[src/logic/decode_pkg.sv]
//----------------------------------------
// Decode package
// Micro-op encoding, ISA subsets, packet
// bundles and opcode constants shared by
// the decode-and-issue subsystem
//----------------------------------------

package decode_pkg;

  typedef logic [31:0] word_t;
  typedef logic [3:0]  tag_t;

  // Micro-ops, order defines bit positions in rv_op_vec
  typedef enum logic [4:0] {
    OP_ADD, OP_SUB, OP_AND, OP_OR, OP_XOR,
    OP_SLT, OP_SLTU, OP_SLL, OP_SRL, OP_SRA,
    OP_ADDI, OP_LUI,
    OP_MUL, OP_MULH, OP_MULHSU, OP_MULHU,
    OP_ILLEGAL
  } rv_uop;

  localparam int num_uops  = 17;
  localparam int num_pipes = 3;

  typedef logic [num_uops-1:0] rv_op_vec;

  //----------------------------------------
  // ISA subsets
  //----------------------------------------

  // Register ops, ADDI and LUI in bits 11..0
  localparam rv_op_vec op_vec_alu = 17'b0_0000_1111_1111_1111;
  // MUL through MULHU in bits 15..12
  localparam rv_op_vec op_vec_mul = 17'b0_1111_0000_0000_0000;

  // Pipe 0 and 1 are ALUs, pipe 2 multiplies
  localparam rv_op_vec pipe_subsets [num_pipes] = '{op_vec_alu, op_vec_alu, op_vec_mul};

  function automatic logic in_subset(rv_op_vec subset, rv_uop uop);
    return subset[uop];
  endfunction

  // RV32 major opcodes and funct7 groups
  localparam logic [6:0] opc_op     = 7'b0110011;
  localparam logic [6:0] opc_op_imm = 7'b0010011;
  localparam logic [6:0] opc_lui    = 7'b0110111;
  localparam logic [6:0] f7_base    = 7'b0000000;
  localparam logic [6:0] f7_alt     = 7'b0100000;
  localparam logic [6:0] f7_muldiv  = 7'b0000001;

  typedef struct packed {
    word_t inst;
    word_t op_a;
    word_t op_b;
    tag_t  tag;
  } issue_pkt_t;

  typedef struct packed {
    word_t data;
    tag_t  tag;
  } result_pkt_t;

endpackage

[src/logic/stage_buffer.sv]
//----------------------------------------
// Stage buffer
// Two-entry val/rdy queue, full rate,
// generic payload type
//----------------------------------------

module stage_buffer #(
  parameter type t_payload = logic [31:0]
) (
  input  logic     clk,
  input  logic     rst,
  input  logic     in_val,
  output logic     in_rdy,
  input  t_payload in_data,
  output logic     out_val,
  input  logic     out_rdy,
  output t_payload out_data
);

  t_payload   mem [2];
  logic [1:0] count;
  logic       wr_ptr;
  logic       rd_ptr;
  logic       enq;
  logic       deq;

  assign in_rdy   = (count != 2'd2);
  assign out_val  = (count != 2'd0);
  assign out_data = mem[rd_ptr];

  assign enq = in_val & in_rdy;
  assign deq = out_val & out_rdy;

  always_ff @(posedge clk) begin
    if (rst) begin
      count  <= 2'd0;
      wr_ptr <= 1'b0;
      rd_ptr <= 1'b0;
    end else begin
      if (enq) wr_ptr <= ~wr_ptr;
      if (deq) rd_ptr <= ~rd_ptr;
      count <= count + {1'b0, enq} - {1'b0, deq};
    end
  end

  always_ff @(posedge clk) begin
    if (enq) mem[wr_ptr] <= in_data;
  end

endmodule

[src/logic/inst_decoder.sv]
//----------------------------------------
// Instruction decoder
// RV32IM word to micro-op and operands,
// unsupported encodings flagged illegal
//----------------------------------------

module inst_decoder import decode_pkg::*; (
  input  word_t inst,
  input  word_t op_a,
  input  word_t op_b,
  output rv_uop uop,
  output word_t src_a,
  output word_t src_b,
  output logic  illegal
);

  logic [6:0] opcode;
  logic [2:0] funct3;
  logic [6:0] funct7;

  assign opcode = inst[6:0];
  assign funct3 = inst[14:12];
  assign funct7 = inst[31:25];

  assign src_a   = op_a;
  assign illegal = (uop == OP_ILLEGAL);

  always_comb begin
    uop   = OP_ILLEGAL;
    src_b = op_b;
    case (opcode)
      opc_op: begin
        if (funct7 == f7_base) begin
          case (funct3)
            3'b000:  uop = OP_ADD;
            3'b001:  uop = OP_SLL;
            3'b010:  uop = OP_SLT;
            3'b011:  uop = OP_SLTU;
            3'b100:  uop = OP_XOR;
            3'b101:  uop = OP_SRL;
            3'b110:  uop = OP_OR;
            default: uop = OP_AND;
          endcase
        end else if (funct7 == f7_alt) begin
          if (funct3 == 3'b000) uop = OP_SUB;
          else if (funct3 == 3'b101) uop = OP_SRA;
        end else if (funct7 == f7_muldiv) begin
          // Upper funct3 half is DIV/REM, left illegal
          case (funct3)
            3'b000:  uop = OP_MUL;
            3'b001:  uop = OP_MULH;
            3'b010:  uop = OP_MULHSU;
            3'b011:  uop = OP_MULHU;
            default: uop = OP_ILLEGAL;
          endcase
        end
      end
      opc_op_imm: begin
        if (funct3 == 3'b000) begin
          uop   = OP_ADDI;
          src_b = {{20{inst[31]}}, inst[31:20]};
        end
      end
      opc_lui: begin
        uop   = OP_LUI;
        src_b = {inst[31:12], 12'b0};
      end
      default: uop = OP_ILLEGAL;
    endcase
  end

endmodule

[src/logic/inst_router.sv]
//----------------------------------------
// Instruction router
// Steers a micro-op to the first ready
// pipe whose ISA subset contains it
//----------------------------------------

module inst_router_unit import decode_pkg::*; #(
  parameter rv_op_vec isa_subset = op_vec_alu
) (
  input  rv_uop uop,
  input  logic  uop_val,
  input  logic  already_found,
  input  logic  rdy,
  output logic  val,
  output logic  been_found
);

  logic val_uop;

  assign val_uop = in_subset(isa_subset, uop);

  assign val        = val_uop & uop_val & !already_found;
  // A ready supporting pipe claims the op for all later units
  assign been_found = (val_uop & rdy) | already_found;

endmodule

//----------------------------------------
// Router chain, pipe 0 has top priority
//----------------------------------------

module inst_router import decode_pkg::*; (
  input  rv_uop                uop,
  input  logic                 uop_val,
  input  logic [num_pipes-1:0] pipe_rdy,
  output logic [num_pipes-1:0] pipe_val,
  output logic                 xfer
);

  logic [num_pipes:0] found;

  assign found[0] = 1'b0;

  for (genvar i = 0; i < num_pipes; i++) begin : g_unit
    inst_router_unit #(
      .isa_subset (pipe_subsets[i])
    ) unit_i (
      .uop           (uop),
      .uop_val       (uop_val),
      .already_found (found[i]),
      .rdy           (pipe_rdy[i]),
      .val           (pipe_val[i]),
      .been_found    (found[i+1])
    );
  end

  // End of chain set means some supporting pipe was ready
  assign xfer = uop_val & found[num_pipes];

endmodule

[src/logic/alu_pipe.sv]
//----------------------------------------
// ALU pipe
// Single-cycle integer ops into a
// one-entry result buffer
//----------------------------------------

module alu_pipe import decode_pkg::*; (
  input  logic  clk,
  input  logic  rst,
  input  logic  in_val,
  output logic  in_rdy,
  input  rv_uop uop,
  input  word_t src_a,
  input  word_t src_b,
  input  tag_t  tag,
  output logic  res_val,
  input  logic  res_rdy,
  output word_t res_data,
  output tag_t  res_tag
);

  word_t       result;
  logic        buf_in_rdy;
  result_pkt_t buf_out;

  always_comb begin
    case (uop)
      OP_ADD, OP_ADDI: result = src_a + src_b;
      OP_SUB:          result = src_a - src_b;
      OP_AND:          result = src_a & src_b;
      OP_OR:           result = src_a | src_b;
      OP_XOR:          result = src_a ^ src_b;
      OP_SLT:          result = {31'b0, $signed(src_a) < $signed(src_b)};
      OP_SLTU:         result = {31'b0, src_a < src_b};
      OP_SLL:          result = src_a << src_b[4:0];
      OP_SRL:          result = src_a >> src_b[4:0];
      OP_SRA:          result = $signed(src_a) >>> src_b[4:0];
      OP_LUI:          result = src_b;
      default:         result = '0;
    endcase
  end

  // Only one entry used, accept while empty or draining
  assign in_rdy = buf_in_rdy & (!res_val | res_rdy);

  stage_buffer #(
    .t_payload (result_pkt_t)
  ) res_buf (
    .clk      (clk),
    .rst      (rst),
    .in_val   (in_val & in_rdy),
    .in_rdy   (buf_in_rdy),
    .in_data  ('{data: result, tag: tag}),
    .out_val  (res_val),
    .out_rdy  (res_rdy),
    .out_data (buf_out)
  );

  assign res_data = buf_out.data;
  assign res_tag  = buf_out.tag;

endmodule

[src/logic/mul_pipe.sv]
//----------------------------------------
// Multiply pipe
// MUL, MULH, MULHSU, MULHU over two
// stages, stalls as a whole on hold
//----------------------------------------

module mul_pipe import decode_pkg::*; (
  input  logic  clk,
  input  logic  rst,
  input  logic  in_val,
  output logic  in_rdy,
  input  rv_uop uop,
  input  word_t src_a,
  input  word_t src_b,
  input  tag_t  tag,
  output logic  res_val,
  input  logic  res_rdy,
  output word_t res_data,
  output tag_t  res_tag
);

  // Stage one registers
  logic        s1_val;
  logic [32:0] s1_a;
  logic [32:0] s1_b;
  logic        s1_hi;
  tag_t        s1_tag;

  logic        s2_rdy;
  logic        buf_in_rdy;
  logic [63:0] prod;
  word_t       result;
  result_pkt_t buf_out;

  // Output stage takes data only while empty or draining
  assign s2_rdy = buf_in_rdy & (!res_val | res_rdy);
  assign in_rdy = !s1_val | s2_rdy;

  always_ff @(posedge clk) begin
    if (rst) begin
      s1_val <= 1'b0;
    end else if (in_rdy) begin
      s1_val <= in_val;
    end
  end

  // Sign bit extension depends on which operands are signed
  always_ff @(posedge clk) begin
    if (in_val & in_rdy) begin
      s1_a   <= {(uop == OP_MULH || uop == OP_MULHSU) & src_a[31], src_a};
      s1_b   <= {(uop == OP_MULH) & src_b[31], src_b};
      s1_hi  <= (uop != OP_MUL);
      s1_tag <= tag;
    end
  end

  //----------------------------------------
  // Stage two, product and half select
  //----------------------------------------

  assign prod   = $signed(s1_a) * $signed(s1_b);
  assign result = s1_hi ? prod[63:32] : prod[31:0];

  stage_buffer #(
    .t_payload (result_pkt_t)
  ) res_buf (
    .clk      (clk),
    .rst      (rst),
    .in_val   (s1_val & s2_rdy),
    .in_rdy   (buf_in_rdy),
    .in_data  ('{data: result, tag: s1_tag}),
    .out_val  (res_val),
    .out_rdy  (res_rdy),
    .out_data (buf_out)
  );

  assign res_data = buf_out.data;
  assign res_tag  = buf_out.tag;

endmodule

[src/logic/result_arbiter.sv]
//----------------------------------------
// Result arbiter
// Fixed-priority merge of pipe results,
// lowest pipe number wins
//----------------------------------------

module result_arbiter import decode_pkg::*; (
  input  logic [num_pipes-1:0] res_val,
  input  word_t                res_data [num_pipes],
  input  tag_t                 res_tag  [num_pipes],
  output logic [num_pipes-1:0] res_rdy,
  output logic                 out_val,
  input  logic                 out_rdy,
  output word_t                out_data,
  output tag_t                 out_tag
);

  logic [num_pipes-1:0] grant;

  // Scan from the top so the lowest valid pipe is left standing
  always_comb begin
    grant    = '0;
    out_data = '0;
    out_tag  = '0;
    for (int i = num_pipes - 1; i >= 0; i--) begin
      if (res_val[i]) begin
        grant    = '0;
        grant[i] = 1'b1;
        out_data = res_data[i];
        out_tag  = res_tag[i];
      end
    end
  end

  assign out_val = |res_val;
  assign res_rdy = grant & {num_pipes{out_rdy}};

endmodule

[src/logic/decode_issue_top.sv]
//----------------------------------------
// Decode and issue top
// Buffer, decode, route, two ALU pipes,
// one multiply pipe, result merge
//----------------------------------------

module decode_issue_top import decode_pkg::*; (
  input  logic  clk,
  input  logic  rst,
  input  logic  in_val,
  output logic  in_rdy,
  input  word_t inst,
  input  word_t op_a,
  input  word_t op_b,
  input  tag_t  tag,
  output logic  out_val,
  input  logic  out_rdy,
  output word_t out_data,
  output tag_t  out_tag,
  output logic  illegal_val,
  output tag_t  illegal_tag
);

  issue_pkt_t           head;
  logic                 head_val;
  logic                 xfer;
  rv_uop                uop;
  word_t                src_a;
  word_t                src_b;
  logic                 illegal;
  logic [num_pipes-1:0] pipe_val;
  logic [num_pipes-1:0] pipe_rdy;
  logic [num_pipes-1:0] res_val;
  logic [num_pipes-1:0] res_rdy;
  word_t                res_data [num_pipes];
  tag_t                 res_tag  [num_pipes];

  stage_buffer #(
    .t_payload (issue_pkt_t)
  ) in_buf (
    .clk      (clk),
    .rst      (rst),
    .in_val   (in_val),
    .in_rdy   (in_rdy),
    .in_data  ('{inst: inst, op_a: op_a, op_b: op_b, tag: tag}),
    .out_val  (head_val),
    .out_rdy  (xfer | illegal),
    .out_data (head)
  );

  inst_decoder decoder (
    .inst    (head.inst),
    .op_a    (head.op_a),
    .op_b    (head.op_b),
    .uop     (uop),
    .src_a   (src_a),
    .src_b   (src_b),
    .illegal (illegal)
  );

  // Illegal ops leave the buffer in the same cycle they are shown
  assign illegal_val = head_val & illegal;
  assign illegal_tag = head.tag;

  inst_router router (
    .uop      (uop),
    .uop_val  (head_val),
    .pipe_rdy (pipe_rdy),
    .pipe_val (pipe_val),
    .xfer     (xfer)
  );

  for (genvar g = 0; g < 2; g++) begin : g_alu
    alu_pipe alu_i (
      .clk      (clk),
      .rst      (rst),
      .in_val   (pipe_val[g]),
      .in_rdy   (pipe_rdy[g]),
      .uop      (uop),
      .src_a    (src_a),
      .src_b    (src_b),
      .tag      (head.tag),
      .res_val  (res_val[g]),
      .res_rdy  (res_rdy[g]),
      .res_data (res_data[g]),
      .res_tag  (res_tag[g])
    );
  end

  mul_pipe mul_i (
    .clk      (clk),
    .rst      (rst),
    .in_val   (pipe_val[2]),
    .in_rdy   (pipe_rdy[2]),
    .uop      (uop),
    .src_a    (src_a),
    .src_b    (src_b),
    .tag      (head.tag),
    .res_val  (res_val[2]),
    .res_rdy  (res_rdy[2]),
    .res_data (res_data[2]),
    .res_tag  (res_tag[2])
  );

  result_arbiter arbiter (
    .res_val  (res_val),
    .res_data (res_data),
    .res_tag  (res_tag),
    .res_rdy  (res_rdy),
    .out_val  (out_val),
    .out_rdy  (out_rdy),
    .out_data (out_data),
    .out_tag  (out_tag)
  );

endmodule

[config.mk]
export PLATFORM = sky130hd
export DESIGN_NAME = decode_issue_top
export DESIGN_NICKNAME = d
export VERILOG_FILES = /design/src/logic/decode_pkg.sv /design/src/logic/stage_buffer.sv /design/src/logic/inst_decoder.sv /design/src/logic/inst_router.sv /design/src/logic/alu_pipe.sv /design/src/logic/mul_pipe.sv /design/src/logic/result_arbiter.sv /design/src/logic/decode_issue_top.sv
export SDC_FILE = /design/constraint.sdc
export NUM_CORES = 2
export LEC_CHECK = 0
export ABC_AREA = 0
export BUFFER_PORTS_ARGS = -buffer_cell sky130_fd_sc_hd__buf_2
export CORE_ASPECT_RATIO = 0.9
export CORE_MARGIN = 2
export CORE_UTILIZATION = 53
export DETAILED_ROUTE_END_ITERATION = 12
export PLACE_DENSITY = 0.69
export SLEW_MARGIN = 15
export SYNTH_ARGS = -nofsm -noshare
export SYNTH_HDL_FRONTEND = slang
export SYNTH_SLANG_ARGS = --single-unit
export TNS_END_PERCENT = 1
[constraint.sdc]
create_clock -name clk -period 20.8 [get_ports clk]
set_input_delay 6.24 -clock clk [delete_from_list [all_inputs] [get_ports clk]]
set_output_delay 6.24 -clock clk [all_outputs]
set_load 0.02 [all_outputs]
==> metrics <==
outcome completed; residual DRC count 0; Hold Crit Depth 0; Total Power between 4000 and 5000 uW; clk_skew between 0.04 and 0.05 ns; Antenna Violating Nets Remaining 0; Max Clock Freq roughly 0.097 GHz; row cnt 122; initial antenna violation count 9; post-cts resize count 0; Least-Margin Pin Slew between 1 and 1.5 ns; Power Dens Cells between 60 and 70 nW/um^2; vias in the first global route about 50k; Lkg Pwr 0.0317 uW; crit-path max FO 44; # IOs approximately 150; final setup violation count 0; Avg Inst Size Synth approximately 10 sq um; Chip Height 339 um; Syn Nets 8136; Hold Path Sink mul_i.res_buf.mem[1][3]$_DFFE_PP_; Syn Inst Count 6588; total track usage 0.316; Commonest cells post-synth inv_1 (1208), fa_1 (1127), nand2_1 (729); DP HPWL between 150000 and 200000 um; setup tns final 0 ns; Top FF cell, synth edfxtp_1; postcts setup bufs 0; Post-synth EDFFs 477; Synth Cell Area roughly 66000 sq um; fillcell total about 11k; final hold vios 0; Critical Path AT roughly 4.1 ns; Layout area overhead 5.59%; multi-input logic area 45400 sq um; first drt pass iteration count 6; worst reg2reg path depth 21; Vias per Instance 5.89; core footprint around 120000 sq um; CTS tree done; routed wl met3 18100 um; # port buffers between 100 and 150; grt ovf 0; wire length per cell approximately 24 um; clock sinks about 500; Worst setup SP type flop; top post-synthesis cells by area fa_1 (34%), edfxtp_1 (22%), inv_1 (6.9%); worst skew pair latency a little over 0.6 ns; root buffer cell clkbuf_16; Initial Utilization 0.536; register area share after synthesis 0.223; clk slew on worst S/H paths 0.06 ns; register area 14800 sq um; Via Count between 40k and 50k; die area between 100000 and 150000 sq um; final worst path period share 0.498; largest net degree at the start of global routing 77; Nets slightly above 8k; cell taking the most area after synthesis fa_1; area share of the largest cell type after synthesis 0.341; Crit Path Class flop to primary output; VDD IR max ~0.11 mV; Worst Setup End Kind primary output; total CTS buffers 49; die span in x roughly 380 um; RSZ-0062 raised after global routing false; Post-CTS Hold Fix Bufs 0; Synth async-reset ratio 0; Hold Path Class flop to flop; CP Data Required Time approximately 15 ns; layout cell share with drive strength beyond 1 0.0725; wl on met1 slightly above 80000 um; Starting DRT DRC Count roughly 4.7k; first-pass GRT wire length between 300000 and 400000 um; Post-Route WL slightly below 200000 um; minimum clock period roughly 10 ns; max-slew violation count 0; Seq cells post-synth around 500; DR top layer met5; Max-slew headroom 0.163; clock buffer depth 3; Met2 Routed Length 89600 um; max-cap viol count 0; R2R setup slack 11.21 ns; Hold Startpoint mul_i.s1_tag[3]$_DFFE_PP_; Final GP Congestion 0.996; Yosys cell types 104; Max H-tree Level 2; worst r2r dst g_alu[1].alu_i.res_buf.mem[1][4]$_DFFE_PP_; synth warn 0; top-count cell post-synth inv_1
## how the worst max path moves through the flow
stage | start | to | slack [ns] | depth (start not counted)
CTS | flop | illegal_val | 10.41 | 8
global placement | flop | illegal_val | 11.10 | 8
finish | flop | illegal_val | 10.45 | 8
floorplan | in_val | in_buf.mem[0][0]$_DFFE_PP_ | 9.96 | 2
detailed placement | flop | illegal_val | 11.05 | 8
global route | flop | illegal_val | 10.26 | 8
## layout make-up
type / count / area share
multi-input cells: 4516 / 0.651
flip-flops and latches: 498 / 0.211
inverters: 1212 / 0.0652
well taps: 1612 / 0.0289
repair buffers: 255 / 0.0224
clock buffers: 65 / 0.0187
clock inverters: 23 / 0.00308
diodes: 2 / 0.0000717
## worst max-delay path: stages, from the launching register on
cell and delay, ns:
dfxtp_4 0.76, buf_4 0.67, nand4b_1 0.20, o22ai_1 0.54
nand3_1 0.25, o311ai_2 0.32, buf_4 0.25, nor2b_1 0.21
buf_2 0.19
## cells by family (layout without fill, tap and decap cells)
logic type	after synthesis	after routing	synth area share
AOI/OAI and AO/OA	830	830	0.0848
xor gates and xnor gates	110	110	0.0146
adders and majority gates	1444	1444	0.401
buffers and inverters	1574	1555	0.0917
DFF	498	498	0.223
muxes	329	329	0.0520
other	0	2	0
and+or+nand+nor	1803	1803	0.133
## layer usage
metal / up-vias / track usage
met5: - / 0
met2: 2344 / 0.496
li1: 20900 / -
met1: 24600 / 0.445
met3: 372 / 0.0560
met4: 6 / 0.114
## power by group
part / internal (uW) / leakage, uW / switching, uW
Sequential: 1230 / 0.00456 / 35.9
Combinational: 653 / 0.0264 / 1450
Clock: 470 / 0.000734 / 381
## flip-flops by register name, indices dropped and copies added (netlist names), named ones only
register,cells
mul_i.res_buf.rd_ptr,1
mul_i.s1_hi,1
g_alu.alu_i.res_buf.wr_ptr,2
in_buf.rd_ptr,1
mul_i.s1_tag,4
g_alu.alu_i.res_buf.count,4
in_buf.count,2
mul_i.res_buf.count,2
mul_i.s1_a,33
g_alu.alu_i.res_buf.mem,144
mul_i.res_buf.mem,72
in_buf.wr_ptr,1
g_alu.alu_i.res_buf.rd_ptr,2
mul_i.s1_b,33
mul_i.res_buf.wr_ptr,1
mul_i.s1_val,1
in_buf.mem,190
## placed cells by master, fill, tap and decap left out, types with 16 or more instances in the layout
master,instances
clkbuf_16,49
dfxtp_1,18
o21ai_0,148
nand4_1,16
mux2_2,96
o221ai_1,59
nand3_1,46
nor2b_1,39
fa_1,1127
buf_4,114
ha_1,317
nor2_1,248
buf_2,141
nand2_1,729
xor2_1,34
a31oi_1,27
mux2i_1,229
nand2b_1,30
a21o_1,62
a221oi_1,22
inv_1,1207
or3_1,17
and2_1,541
a211oi_1,35
a21oi_1,214
nor3_1,57
xnor2_1,76
edfxtp_1,477
o211ai_1,45
o31ai_1,18
o21bai_1,21
## through the flow
stage,util,area (sq um),hold slack (ns),worst slack [ns],std cells
2_1_floorplan,-,66100,0.421,9.96,6588
3_3_place_gp,0.554,68300,0.424,11.10,8093
3_5_place_dp,0.554,68300,0.441,11.05,8093
4_1_cts,0.566,69800,0.456,10.41,8181
5_1_grt,0.566,69800,0.465,10.26,8181
6_report,0.566,69800,0.456,10.45,8183
(Power assumes the default switching activity.)
